## config.mk

```make
export PLATFORM = sky130hd
export DESIGN_NAME = eeprom_wr
export DESIGN_NICKNAME = d
export VERILOG_FILES = /design/src/hdl/eeprom_pkg.sv /design/src/hdl/i2c_cmd_if.sv /design/src/hdl/i2c_bit_engine.sv /design/src/hdl/eeprom_sequencer.sv /design/src/hdl/eeprom_wr.sv
export SDC_FILE = /design/constraint.sdc
export NUM_CORES = 1
export LEC_CHECK = 0
export BUFFER_PORTS_ARGS = -buffer_cell sky130_fd_sc_hd__buf_2
export CAP_MARGIN = 0
export CORE_ASPECT_RATIO = 1.2
export CORE_UTILIZATION = 60
export DETAILED_ROUTE_END_ITERATION = 12
export PLACE_DENSITY = 0.81
export SLEW_MARGIN = 20
export SYNTH_ARGS = -nofsm -noshare
export SYNTH_HDL_FRONTEND = slang
export SYNTH_SLANG_ARGS = --single-unit
```

## constraint.sdc

```tcl
create_clock -name CLK -period 5.65 [get_ports CLK]
set_clock_uncertainty 0.05 [all_clocks]
set_input_delay 0.565 -clock CLK [delete_from_list [all_inputs] [get_ports CLK]]
set_output_delay 0.565 -clock CLK [all_outputs]
set_load 0.1 [all_outputs]
```

## src/hdl/eeprom_pkg.sv

```systemverilog
package eeprom_pkg;

    localparam int addr_w = 11;
    localparam int data_w = 8;
    localparam logic [3:0] device_code = 4'b1010;  // 24Cxx family

    // bit timing, SCL high in the two upper phases
    localparam int phases_per_bit = 4;
    localparam logic [1:0] last_phase = 2'(phases_per_bit - 1);
    localparam logic [3:0] ack_bit = 4'd8;  // ninth bit of a byte symbol

    typedef enum logic [1:0] {
        sym_start = 2'd0,
        sym_stop  = 2'd1,
        sym_send  = 2'd2,
        sym_recv  = 2'd3
    } sym_cmd_t;

    // one-hot transaction states
    typedef enum logic [9:0] {
        idle     = 10'b00_0000_0001,
        wr_start = 10'b00_0000_0010,
        wr_ctrl  = 10'b00_0000_0100,
        wr_addr  = 10'b00_0000_1000,
        wr_data  = 10'b00_0001_0000,
        rd_start = 10'b00_0010_0000,
        rd_ctrl  = 10'b00_0100_0000,
        rd_data  = 10'b00_1000_0000,
        stop     = 10'b01_0000_0000,
        done     = 10'b10_0000_0000
    } seq_state_t;

    typedef struct packed {
        logic [3:0] device;
        logic [2:0] block;  // A10..A8
        logic       rw;     // 1 = read
    } ctrl_fields_t;

    // control byte, built by fields and shifted out as a byte
    typedef union packed {
        logic [data_w-1:0] raw;
        ctrl_fields_t      f;
    } ctrl_byte_u;

endpackage

```

## src/hdl/i2c_cmd_if.sv

```systemverilog
`timescale 1ns/1ps

interface i2c_cmd_if;

    // requests from the sequencer
    eeprom_pkg::sym_cmd_t cmd;
    logic go;  // one cycle, engine idle
    logic [eeprom_pkg::data_w-1:0] tx_byte;
    logic master_ack;  // level for the ack slot of a receive

    // results from the bit engine, held until the next go
    logic [eeprom_pkg::data_w-1:0] rx_byte;
    logic slave_nack;
    logic sym_done;  // last cycle of the symbol

    modport seq (
        output cmd,
        output go,
        output tx_byte,
        output master_ack,
        input  rx_byte,
        input  slave_nack,
        input  sym_done
    );

    modport engine (
        input  cmd,
        input  go,
        input  tx_byte,
        input  master_ack,
        output rx_byte,
        output slave_nack,
        output sym_done
    );

endinterface

```

## src/hdl/i2c_bit_engine.sv

```systemverilog
`timescale 1ns/1ps

module i2c_bit_engine (
    input  logic CLK,
    input  logic RESET,
    input  logic sda_in,
    output logic scl,
    output logic sda_low,
    i2c_cmd_if.engine bus
);

    logic active;  // symbol in progress
    eeprom_pkg::sym_cmd_t cur;
    logic [1:0] phase;
    logic [3:0] bit_cnt;
    logic [eeprom_pkg::data_w-1:0] shreg;
    logic nack_q;
    logic short_sym;
    logic last;
    logic in_ack;

    // START and STOP are a single bit time
    assign short_sym = (cur == eeprom_pkg::sym_start) || (cur == eeprom_pkg::sym_stop);
    assign in_ack = (bit_cnt == eeprom_pkg::ack_bit);
    assign last = active && (phase == eeprom_pkg::last_phase) && (short_sym || in_ack);

    assign bus.sym_done = last;
    assign bus.rx_byte = shreg;
    assign bus.slave_nack = nack_q;

    // sequencing, SCL and SDA
    always_ff @(posedge CLK) begin
        if (RESET) begin
            active <= 1'b0;
            cur <= eeprom_pkg::sym_stop;
            phase <= '0;
            bit_cnt <= '0;
            nack_q <= 1'b0;
            scl <= 1'b1;  // bus idle
            sda_low <= 1'b0;
        end else if (!active) begin
            if (bus.go) begin
                active <= 1'b1;
                cur <= bus.cmd;
                phase <= '0;
                bit_cnt <= '0;
                nack_q <= 1'b0;
                scl <= 1'b0;  // phase 0 of the first bit
            end
        end else begin
            phase <= phase + 2'd1;
            // high in phases 2 and 3, stays high after the last bit
            scl <= (phase == 2'd1) || (phase == 2'd2) || last;
            if (phase == eeprom_pkg::last_phase) begin
                bit_cnt <= bit_cnt + 4'd1;
            end
            if (last) begin
                active <= 1'b0;
            end

            case (cur)
                eeprom_pkg::sym_start: begin
                    if (phase == 2'd0) begin
                        sda_low <= 1'b0;  // release first, allows repeated start
                    end
                    if (phase == 2'd2) begin
                        sda_low <= 1'b1;  // falls while SCL high
                    end
                end
                eeprom_pkg::sym_stop: begin
                    if (phase == 2'd0) begin
                        sda_low <= 1'b1;
                    end
                    if (phase == 2'd2) begin
                        sda_low <= 1'b0;  // rises while SCL high
                    end
                end
                eeprom_pkg::sym_send: begin
                    if (phase == 2'd0) begin
                        sda_low <= in_ack ? 1'b0 : !shreg[eeprom_pkg::data_w-1];
                    end
                    if (in_ack && phase == 2'd2) begin
                        nack_q <= sda_in;  // slave should pull low
                    end
                end
                default: begin
                    // receive, master drives only the ack slot
                    if (phase == 2'd0) begin
                        sda_low <= in_ack ? !bus.master_ack : 1'b0;
                    end
                end
            endcase
        end
    end

    // shared shift register, msb first in both directions
    always_ff @(posedge CLK) begin
        if (!active && bus.go) begin
            shreg <= bus.tx_byte;
        end else if (active && !in_ack) begin
            if (cur == eeprom_pkg::sym_send && phase == 2'd0) begin
                shreg <= {shreg[eeprom_pkg::data_w-2:0], 1'b0};
            end else if (cur == eeprom_pkg::sym_recv && phase == 2'd2) begin
                shreg <= {shreg[eeprom_pkg::data_w-2:0], sda_in};
            end
        end
    end

endmodule

```

## src/hdl/eeprom_sequencer.sv

```systemverilog
`timescale 1ns/1ps

module eeprom_sequencer (
    input  logic CLK,
    input  logic RESET,
    input  logic wr,
    input  logic rd,
    input  logic [eeprom_pkg::addr_w-1:0] addr,
    input  logic [eeprom_pkg::data_w-1:0] wdata,
    output logic [eeprom_pkg::data_w-1:0] rdata,
    output logic ack,
    output logic nack,
    output logic busy,
    i2c_cmd_if.seq bus
);

    eeprom_pkg::seq_state_t state;
    eeprom_pkg::seq_state_t nxt;
    eeprom_pkg::sym_cmd_t nxt_cmd;
    eeprom_pkg::ctrl_byte_u ctrl;
    logic [eeprom_pkg::data_w-1:0] nxt_byte;
    logic [eeprom_pkg::addr_w-1:0] addr_q;
    logic [eeprom_pkg::data_w-1:0] wdata_q;
    logic is_read;
    logic accept;

    // strobes only count in idle or in the ack cycle, write wins
    assign accept = ((state == eeprom_pkg::idle) || (state == eeprom_pkg::done)) && (wr || rd);

    assign busy = !((state == eeprom_pkg::idle) || (state == eeprom_pkg::done));
    assign ack = (state == eeprom_pkg::done);
    assign bus.master_ack = (state == eeprom_pkg::rd_data);  // NACK the single read byte

    always_comb begin
        nxt = state;
        case (state)
            eeprom_pkg::idle: begin
                if (accept) begin
                    nxt = eeprom_pkg::wr_start;
                end
            end
            eeprom_pkg::done: begin
                nxt = accept ? eeprom_pkg::wr_start : eeprom_pkg::idle;
            end
            eeprom_pkg::wr_start: begin
                if (bus.sym_done) begin
                    nxt = eeprom_pkg::wr_ctrl;
                end
            end
            eeprom_pkg::wr_ctrl: begin
                if (bus.sym_done) begin
                    nxt = bus.slave_nack ? eeprom_pkg::stop : eeprom_pkg::wr_addr;
                end
            end
            eeprom_pkg::wr_addr: begin
                if (bus.sym_done) begin
                    if (bus.slave_nack) begin
                        nxt = eeprom_pkg::stop;
                    end else begin
                        nxt = is_read ? eeprom_pkg::rd_start : eeprom_pkg::wr_data;
                    end
                end
            end
            eeprom_pkg::rd_start: begin
                if (bus.sym_done) begin
                    nxt = eeprom_pkg::rd_ctrl;
                end
            end
            eeprom_pkg::rd_ctrl: begin
                if (bus.sym_done) begin
                    nxt = bus.slave_nack ? eeprom_pkg::stop : eeprom_pkg::rd_data;
                end
            end
            eeprom_pkg::wr_data, eeprom_pkg::rd_data: begin
                if (bus.sym_done) begin
                    nxt = eeprom_pkg::stop;
                end
            end
            eeprom_pkg::stop: begin
                if (bus.sym_done) begin
                    nxt = eeprom_pkg::done;
                end
            end
            default: nxt = eeprom_pkg::idle;
        endcase
    end

    // symbol for the state being entered
    always_comb begin
        ctrl.f.device = eeprom_pkg::device_code;
        ctrl.f.block = addr_q[eeprom_pkg::addr_w-1:eeprom_pkg::data_w];
        ctrl.f.rw = (nxt == eeprom_pkg::rd_ctrl);
        nxt_cmd = eeprom_pkg::sym_send;
        nxt_byte = ctrl.raw;
        case (nxt)
            eeprom_pkg::wr_start, eeprom_pkg::rd_start: nxt_cmd = eeprom_pkg::sym_start;
            eeprom_pkg::stop: nxt_cmd = eeprom_pkg::sym_stop;
            eeprom_pkg::rd_data: nxt_cmd = eeprom_pkg::sym_recv;
            eeprom_pkg::wr_addr: nxt_byte = addr_q[eeprom_pkg::data_w-1:0];
            eeprom_pkg::wr_data: nxt_byte = wdata_q;
            default: ;
        endcase
    end

    always_ff @(posedge CLK) begin
        if (RESET) begin
            state <= eeprom_pkg::idle;
            bus.go <= 1'b0;
            nack <= 1'b0;
            is_read <= 1'b0;
        end else begin
            state <= nxt;
            // one go per symbol state, none for done or idle
            bus.go <= (nxt != state) && (nxt != eeprom_pkg::done) && (nxt != eeprom_pkg::idle);
            if (accept) begin
                nack <= 1'b0;
                is_read <= !wr;
            end else if (bus.sym_done && bus.slave_nack) begin
                nack <= 1'b1;
            end
        end
    end

    always_ff @(posedge CLK) begin
        if (accept) begin
            addr_q <= addr;
            wdata_q <= wdata;
        end
        if (nxt != state) begin
            bus.cmd <= nxt_cmd;
            bus.tx_byte <= nxt_byte;
        end
        if (state == eeprom_pkg::rd_data && bus.sym_done) begin
            rdata <= bus.rx_byte;
        end
    end

endmodule

```

## src/hdl/eeprom_wr.sv

```systemverilog
`timescale 1ns/1ps

module eeprom_wr (
    input  logic CLK,
    input  logic RESET,
    input  logic wr,
    input  logic rd,
    input  logic [eeprom_pkg::addr_w-1:0] addr,
    input  logic [eeprom_pkg::data_w-1:0] wdata,
    output logic [eeprom_pkg::data_w-1:0] rdata,
    output logic ack,
    output logic nack,
    output logic busy,
    output logic scl,
    output logic sda_low,  // open drain, 1 pulls SDA low
    input  logic sda_in
);

    i2c_cmd_if cmd_bus ();

    eeprom_sequencer u_seq (
        .CLK   (CLK),
        .RESET (RESET),
        .wr    (wr),
        .rd    (rd),
        .addr  (addr),
        .wdata (wdata),
        .rdata (rdata),
        .ack   (ack),
        .nack  (nack),
        .busy  (busy),
        .bus   (cmd_bus.seq)
    );

    i2c_bit_engine u_engine (
        .CLK     (CLK),
        .RESET   (RESET),
        .sda_in  (sda_in),
        .scl     (scl),
        .sda_low (sda_low),
        .bus     (cmd_bus.engine)
    );

endmodule

```

After elaboration in Yosys (flattened, before gate mapping). Index checks and enable logic that the tools add are counted.

Output and inout bits: 13. Bits of input ports: 24. Register bits: 70. Logic and storage cells: 133.

Reductions and logical operators: 38. Multiplexer cells: 42. Bitwise gates (word level): 1. Equal/unequal tests: 33. Add/subtract/negate cells: 2.

Operator list (number): $mux 10 (9); $pmux 10 s9 (1); $mux 8 (4); $eq 10x2->1 const B (2); $eq 10x4->1 const B (2); $eq 10x5->1 const B (2); $eq 10x6->1 const B (2); $eq 10x7->1 const B (2); $eq 10x8->1 const B (2); $eq 10x9->1 const B (2); $mux 9 (2); $mux 1 (16); $pmux 8 s2 (1); $logic_and 1x1->1 (12); $mux 4 (3); $eq 10x1->1 const B (1); $eq 10x10->1 const B (1); $eq 10x3->1 const B (1); $ne 10x1->1 const B (1); $ne 10x10->1 (1); $ne 10x10->1 const B (1); $eq 2x2->1 const B (4); $logic_not 1->1 (6); $logic_or 1x1->1 (6); 19 further kinds (32).

Longest topological paths before layout.
Depth in word-level cells: 9. Gate-level depth with buffers: 9. Gate-level depth less buffers: 8.

Modules after synthesis. From an unflattened synthesis, not the netlist that was laid out.

Cells, all modules: 316. Area, all modules: 3383.2 um^2.

Modules (own cells, without submodules): eeprom_sequencer (area each 2358.5 um^2, seq. area each 1371.3 um^2, instances 1, cells an instance 203); i2c_bit_engine (area each 1024.7 um^2, seq. area each 480.5 um^2, instances 1, cells an instance 113).

Worst setup path after synthesis. Ideal clock, no wire load.

Path kind: flip-flop to flip-flop. Start point: register u_seq.state[7]. End point: register u_seq.bus.cmd[0] (enable). Stages on the path, launching flop included: 9. Required time: 5.250 ns. Arrival time: 2.353 ns. Path buffers: 2. Slack: 2.897 ns. Library setup time: 0.350 ns. Period minus slack after synthesis: 2.753 ns. Cells stage by stage: dfxtp_1 -> buf_6 -> or3_4 -> buf_6 -> nor3_1 -> and3b_1 -> nor2b_1 -> o211ai_1 -> nand3b_1.

Word-level cells in the longest chain between the ends: 6. Elaborated cells on any way between the ends: 24. Classes of those cells: eq/ne: 11; mux: 10; reduce/logical: 3.

Ends and longest elaborated chain: start: declaration (line eeprom_sequencer.sv:17) `eeprom_pkg::seq_state_t state;`; start signal: assignment (line eeprom_sequencer.sv:107) `state <= eeprom_pkg::idle;`; start signal: assignment (line eeprom_sequencer.sv:112) `state <= nxt;`; $eq 10x1->1 / $eq 10x10->1 (equally long branches) (line eeprom_sequencer.sv:28) `assign accept = ((state == eeprom_pkg::idle) || (state == eeprom_pkg::done)) && (wr || rd);`; $logic_or 1x1->1 * (line eeprom_sequencer.sv:28); $logic_and 1x1->1 * (line eeprom_sequencer.sv:28); via u_seq.accept (line eeprom_sequencer.sv:25) `logic accept;`; $mux 2 / $mux 10 (equally long branches) (line eeprom_sequencer.sv:43, eeprom_sequencer.sv:38); $pmux 10 s9 * (line eeprom_sequencer.sv:36) `case (state)`; $ne 10x10->1 * (line eeprom_sequencer.sv:129) `if (nxt != state) begin`; end signal: assignment (line eeprom_sequencer.sv:130) `bus.cmd <= nxt_cmd;`; end: declaration (line i2c_cmd_if.sv:17) `output cmd,`.

The timed path passes the listed nets; every way through them passes the cells marked *. A chain may end at the register's enable or synchronous reset.

Worst setup path in the final report.
Start point: register u_seq.state[5]. End point: register u_seq.bus.tx_byte[0] (enable).

Word-level cells in the longest chain between the ends: 6. Elaborated cells on any way between the ends: 24. Classes of those cells: eq/ne: 11; mux: 10; reduce/logical: 3.

Ends and longest elaborated chain: $eq 10x1->1 / $eq 10x10->1 (equally long branches) (line eeprom_sequencer.sv:28); $logic_or 1x1->1 * (line eeprom_sequencer.sv:28); $logic_and 1x1->1 * (line eeprom_sequencer.sv:28); via u_seq.accept (line eeprom_sequencer.sv:25); $mux 2 / $mux 10 (equally long branches) (line eeprom_sequencer.sv:43, eeprom_sequencer.sv:38); $pmux 10 s9 * (line eeprom_sequencer.sv:36); $ne 10x10->1 * (line eeprom_sequencer.sv:129); end signal: assignment (line eeprom_sequencer.sv:131) `bus.tx_byte <= nxt_byte;`; end: declaration (line i2c_cmd_if.sv:19) `output tx_byte,`.

Marked as above.

==> summary.txt <==
Crit Reg-Reg Endpoint - u_seq.bus.tx_byte[0]$_DFFE_PP_
clock sink count - 70
Post-DP HPWL - 4460 µm
die area - 5680 µm²
Worst R2R Start - u_seq.state[5]$_SDFF_PP0_
Warnings, synthesis - 0
Rel. slew slack - 0.308
Netlist Area Pre-Place - 3230 µm²
Worst Hold Class - primary input to flip-flop
worst slew pin tran - 1.04 ns
fill count - 370
pwr/cell area - 334 nW/µm²
post-place setup slack - 2.61 ns
Post-Syn Instances - 285
Cell Rows - 28
flop and latch count out of synthesis - 70
Min-Delay Endpoint - u_seq.addr_q[1]$_DFFE_PP_
ant diodes - 0
setup TNS - 0 ns
count of hold-fix buffers inserted at cts - 0
die width - 69.0 µm
wire per inst - 16.8 µm
M2 GR Usage - 0.401
Finish-stage setup viols - 0
worst reg2reg path depth - 6
Starting Density - 0.640
global route overflow - 0
Synth-to-Final Area Change - 11.0%
internal reg-to-reg setup slack - 2.58 ns
Max Cap Viol - 0
Tmin final - 3.07 ns
TritonRoute pass-1 iters - 5
Min Hold Slack - 0.336 ns
unrepaired setup endpoints after global routing - false
initial antenna violation count - 0
number of distinct library cells after synthesis - 57
pins over their slew limit - 0
final cell count without fillers - 380
required time of the worst setup path - 5.59 ns
met3 Usage GRT - 0.0714
routed vias - 2294
Max clock buf depth - 2
postcts setup bufs - 0
final instance area - 3580 µm²
final core utilization - 0.710
maximum vdd drop - 0.239 mV
routed wire length - 6380 µm
largest net degree at the start of global routing - 23
syn nets - 314
Critical Path Fanout Max - 22
layout cell share with drive strength beyond 1 - 0.216
number of port buffers - 36
Post-synth EDFFs - 45
Multi-input gate area - 1240 µm²
Core Region - 5040 µm²
Worst Hold Launch - addr[1]
LEAKAGE - 1.32 nW
critical path type - flip-flop to flip-flop
Final Hold Fails - 0
vias per cell - 6.04
outcome - finished clean
GR peak layer - met2
depth of the CTS H-tree - 3
Seq/Total Area, Yosys - 0.573
met1 Usage GRT - 0.302
post-CTS sizing - 0
CTS tree - built
routability cong. - 0.986
CTS Buf Count - 9
Hold Crit Depth - 1
final worst path period share - 0.544
CP Capture Type - flip-flop
drt first-iter violations - 200
CP arrival - 3.01 ns
Overall Global Routing Usage - 0.247
syn_area_per_cell - 11.3 µm²
Skew-Pair Late Insertion Delay - 0.35 ns
placed cell count - 364
CP Launch Type - flip-flop
vias in the first global route - 2131
register area - 1850 µm²
placed cell area - 3390 µm²
f_max - 325 MHz
clk root buf - clkbuf_8
final worst slack - 2.58 ns
post-route ant nets - 0
Async SR Flop Fraction - 0
main flop type after synthesis - edfxtp_1
height of the die - 82.4 µm
Clk pin slew, worst setup/hold paths - 0.08 ns
number of I/O pins - 37
fin nets - 344
first-pass GRT wire length - 9830 µm
total power - 1.20 mW
Post-route DRC - 0
[report_power, final]
group          switching, mW  internal [mW]  total, mW  leakage (nW)
Sequential            0.0312          0.610      0.642         0.634
Clock                  0.196          0.205      0.402        0.0976
Combinational         0.0997         0.0539      0.154         0.589
Total                  0.327          0.870       1.20          1.32
[state kept, by name, indices dropped and copies added (netlist names)]
signal and count:
u_seq.is_read 1, u_engine.bus.slave_nack 1, u_seq.rdata 8, u_seq.bus.go 1, u_engine.cur 2, u_engine.phase 2
u_engine.bit_cnt 4, u_seq.state 10, u_engine.active 1, u_seq.nack 1, u_engine.sda_low 1, u_seq.bus.tx_byte 8
u_engine.bus.rx_byte 8, u_seq.addr_q 11, u_engine.scl 1, u_seq.wdata_q 8, u_seq.bus.cmd 2
[area by class of cell]
type                            instances  area share
Inverter                                9     0.00943
Sequential cell                        70       0.517
Clock inverter                          7      0.0203
Tap cell                               60      0.0209
Multi-Input combinational cell        188       0.346
Timing Repair Buffer                   37      0.0524
Clock buffer                            9      0.0346
[worst max-delay path by stage]
stage	start	end	slack [ns]
2_1_floorplan	u_seq.state[7]$_SDFF_PP0_	u_seq.bus.cmd[0]$_DFFE_PP_	2.90
3_3_place_gp	u_seq.state[5]$_SDFF_PP0_	u_seq.bus.tx_byte[4]$_DFFE_PP_	2.67
3_5_place_dp	u_seq.state[5]$_SDFF_PP0_	u_seq.bus.tx_byte[4]$_DFFE_PP_	2.61
4_1_cts	u_seq.state[5]$_SDFF_PP0_	u_seq.bus.tx_byte[0]$_DFFE_PP_	2.58
5_1_grt	u_seq.state[5]$_SDFF_PP0_	u_seq.bus.tx_byte[0]$_DFFE_PP_	2.34
6_report	u_seq.state[5]$_SDFF_PP0_	u_seq.bus.tx_byte[0]$_DFFE_PP_	2.58
[layer usage]
metal | up-vias | part of all wire
li1 | 1125 | -
met1 | 1050 | 0.41
met2 | 102 | 0.50
met3 | 17 | 0.061
met4 | 0 | 0.024
met5 | - | 0
[logic make-up after synthesis]
logic type | synth area share
and+or+nand+nor | 0.161
adders and majority gates | 0.0194
muxes | 0.0372
DFF | 0.573
buffers and inverters | 0.0430
AOI/OAI and AO/OA | 0.152
xor gates and xnor gates | 0.0136
[Yosys cell counts, types with 4 or more instances]
master | instances | share of area
a21o_1 | 5 | 0.012
a21oi_1 | 15 | 0.023
a22o_1 | 5 | 0.014
a22oi_1 | 4 | 0.0093
buf_2 | 6 | 0.0093
clkbuf_1 | 6 | 0.0070
dfxtp_1 | 25 | 0.15
edfxtp_1 | 45 | 0.42
ha_1 | 5 | 0.019
inv_1 | 9 | 0.010
mux2_2 | 8 | 0.028
nand2_1 | 23 | 0.027
nand3_1 | 5 | 0.0077
nand4_1 | 4 | 0.0077
nor2_1 | 25 | 0.029
nor2b_1 | 5 | 0.0097
nor3_1 | 14 | 0.022
nor4_1 | 4 | 0.0077
o21ai_0 | 12 | 0.019
xnor2_1 | 4 | 0.011
[cell usage in the layout (no fill, tap or decap), types with 4 or more instances in the layout]
cell,instances
a22o_1,5
nor2_1,25
o21ai_0,12
nor4_1,4
clkbuf_8,9
a21oi_1,15
xnor2_1,4
inv_1,9
a21o_1,5
nor2b_1,5
dfxtp_1,25
mux2_2,8
buf_2,36
a22oi_1,4
nand4_1,4
nor3_1,14
edfxtp_1,45
nand3_1,5
nand2_1,23
ha_1,5
[critical path: stages (launching register included)]
cell and delay, ns:
dfxtp_1 0.41, or3_4 0.46, nor3_1 0.31, and3b_1 0.81, nor2b_1 0.14, o211ai_1 0.14
nand3b_1 0.40
Power figures use the tool's default switching activity.
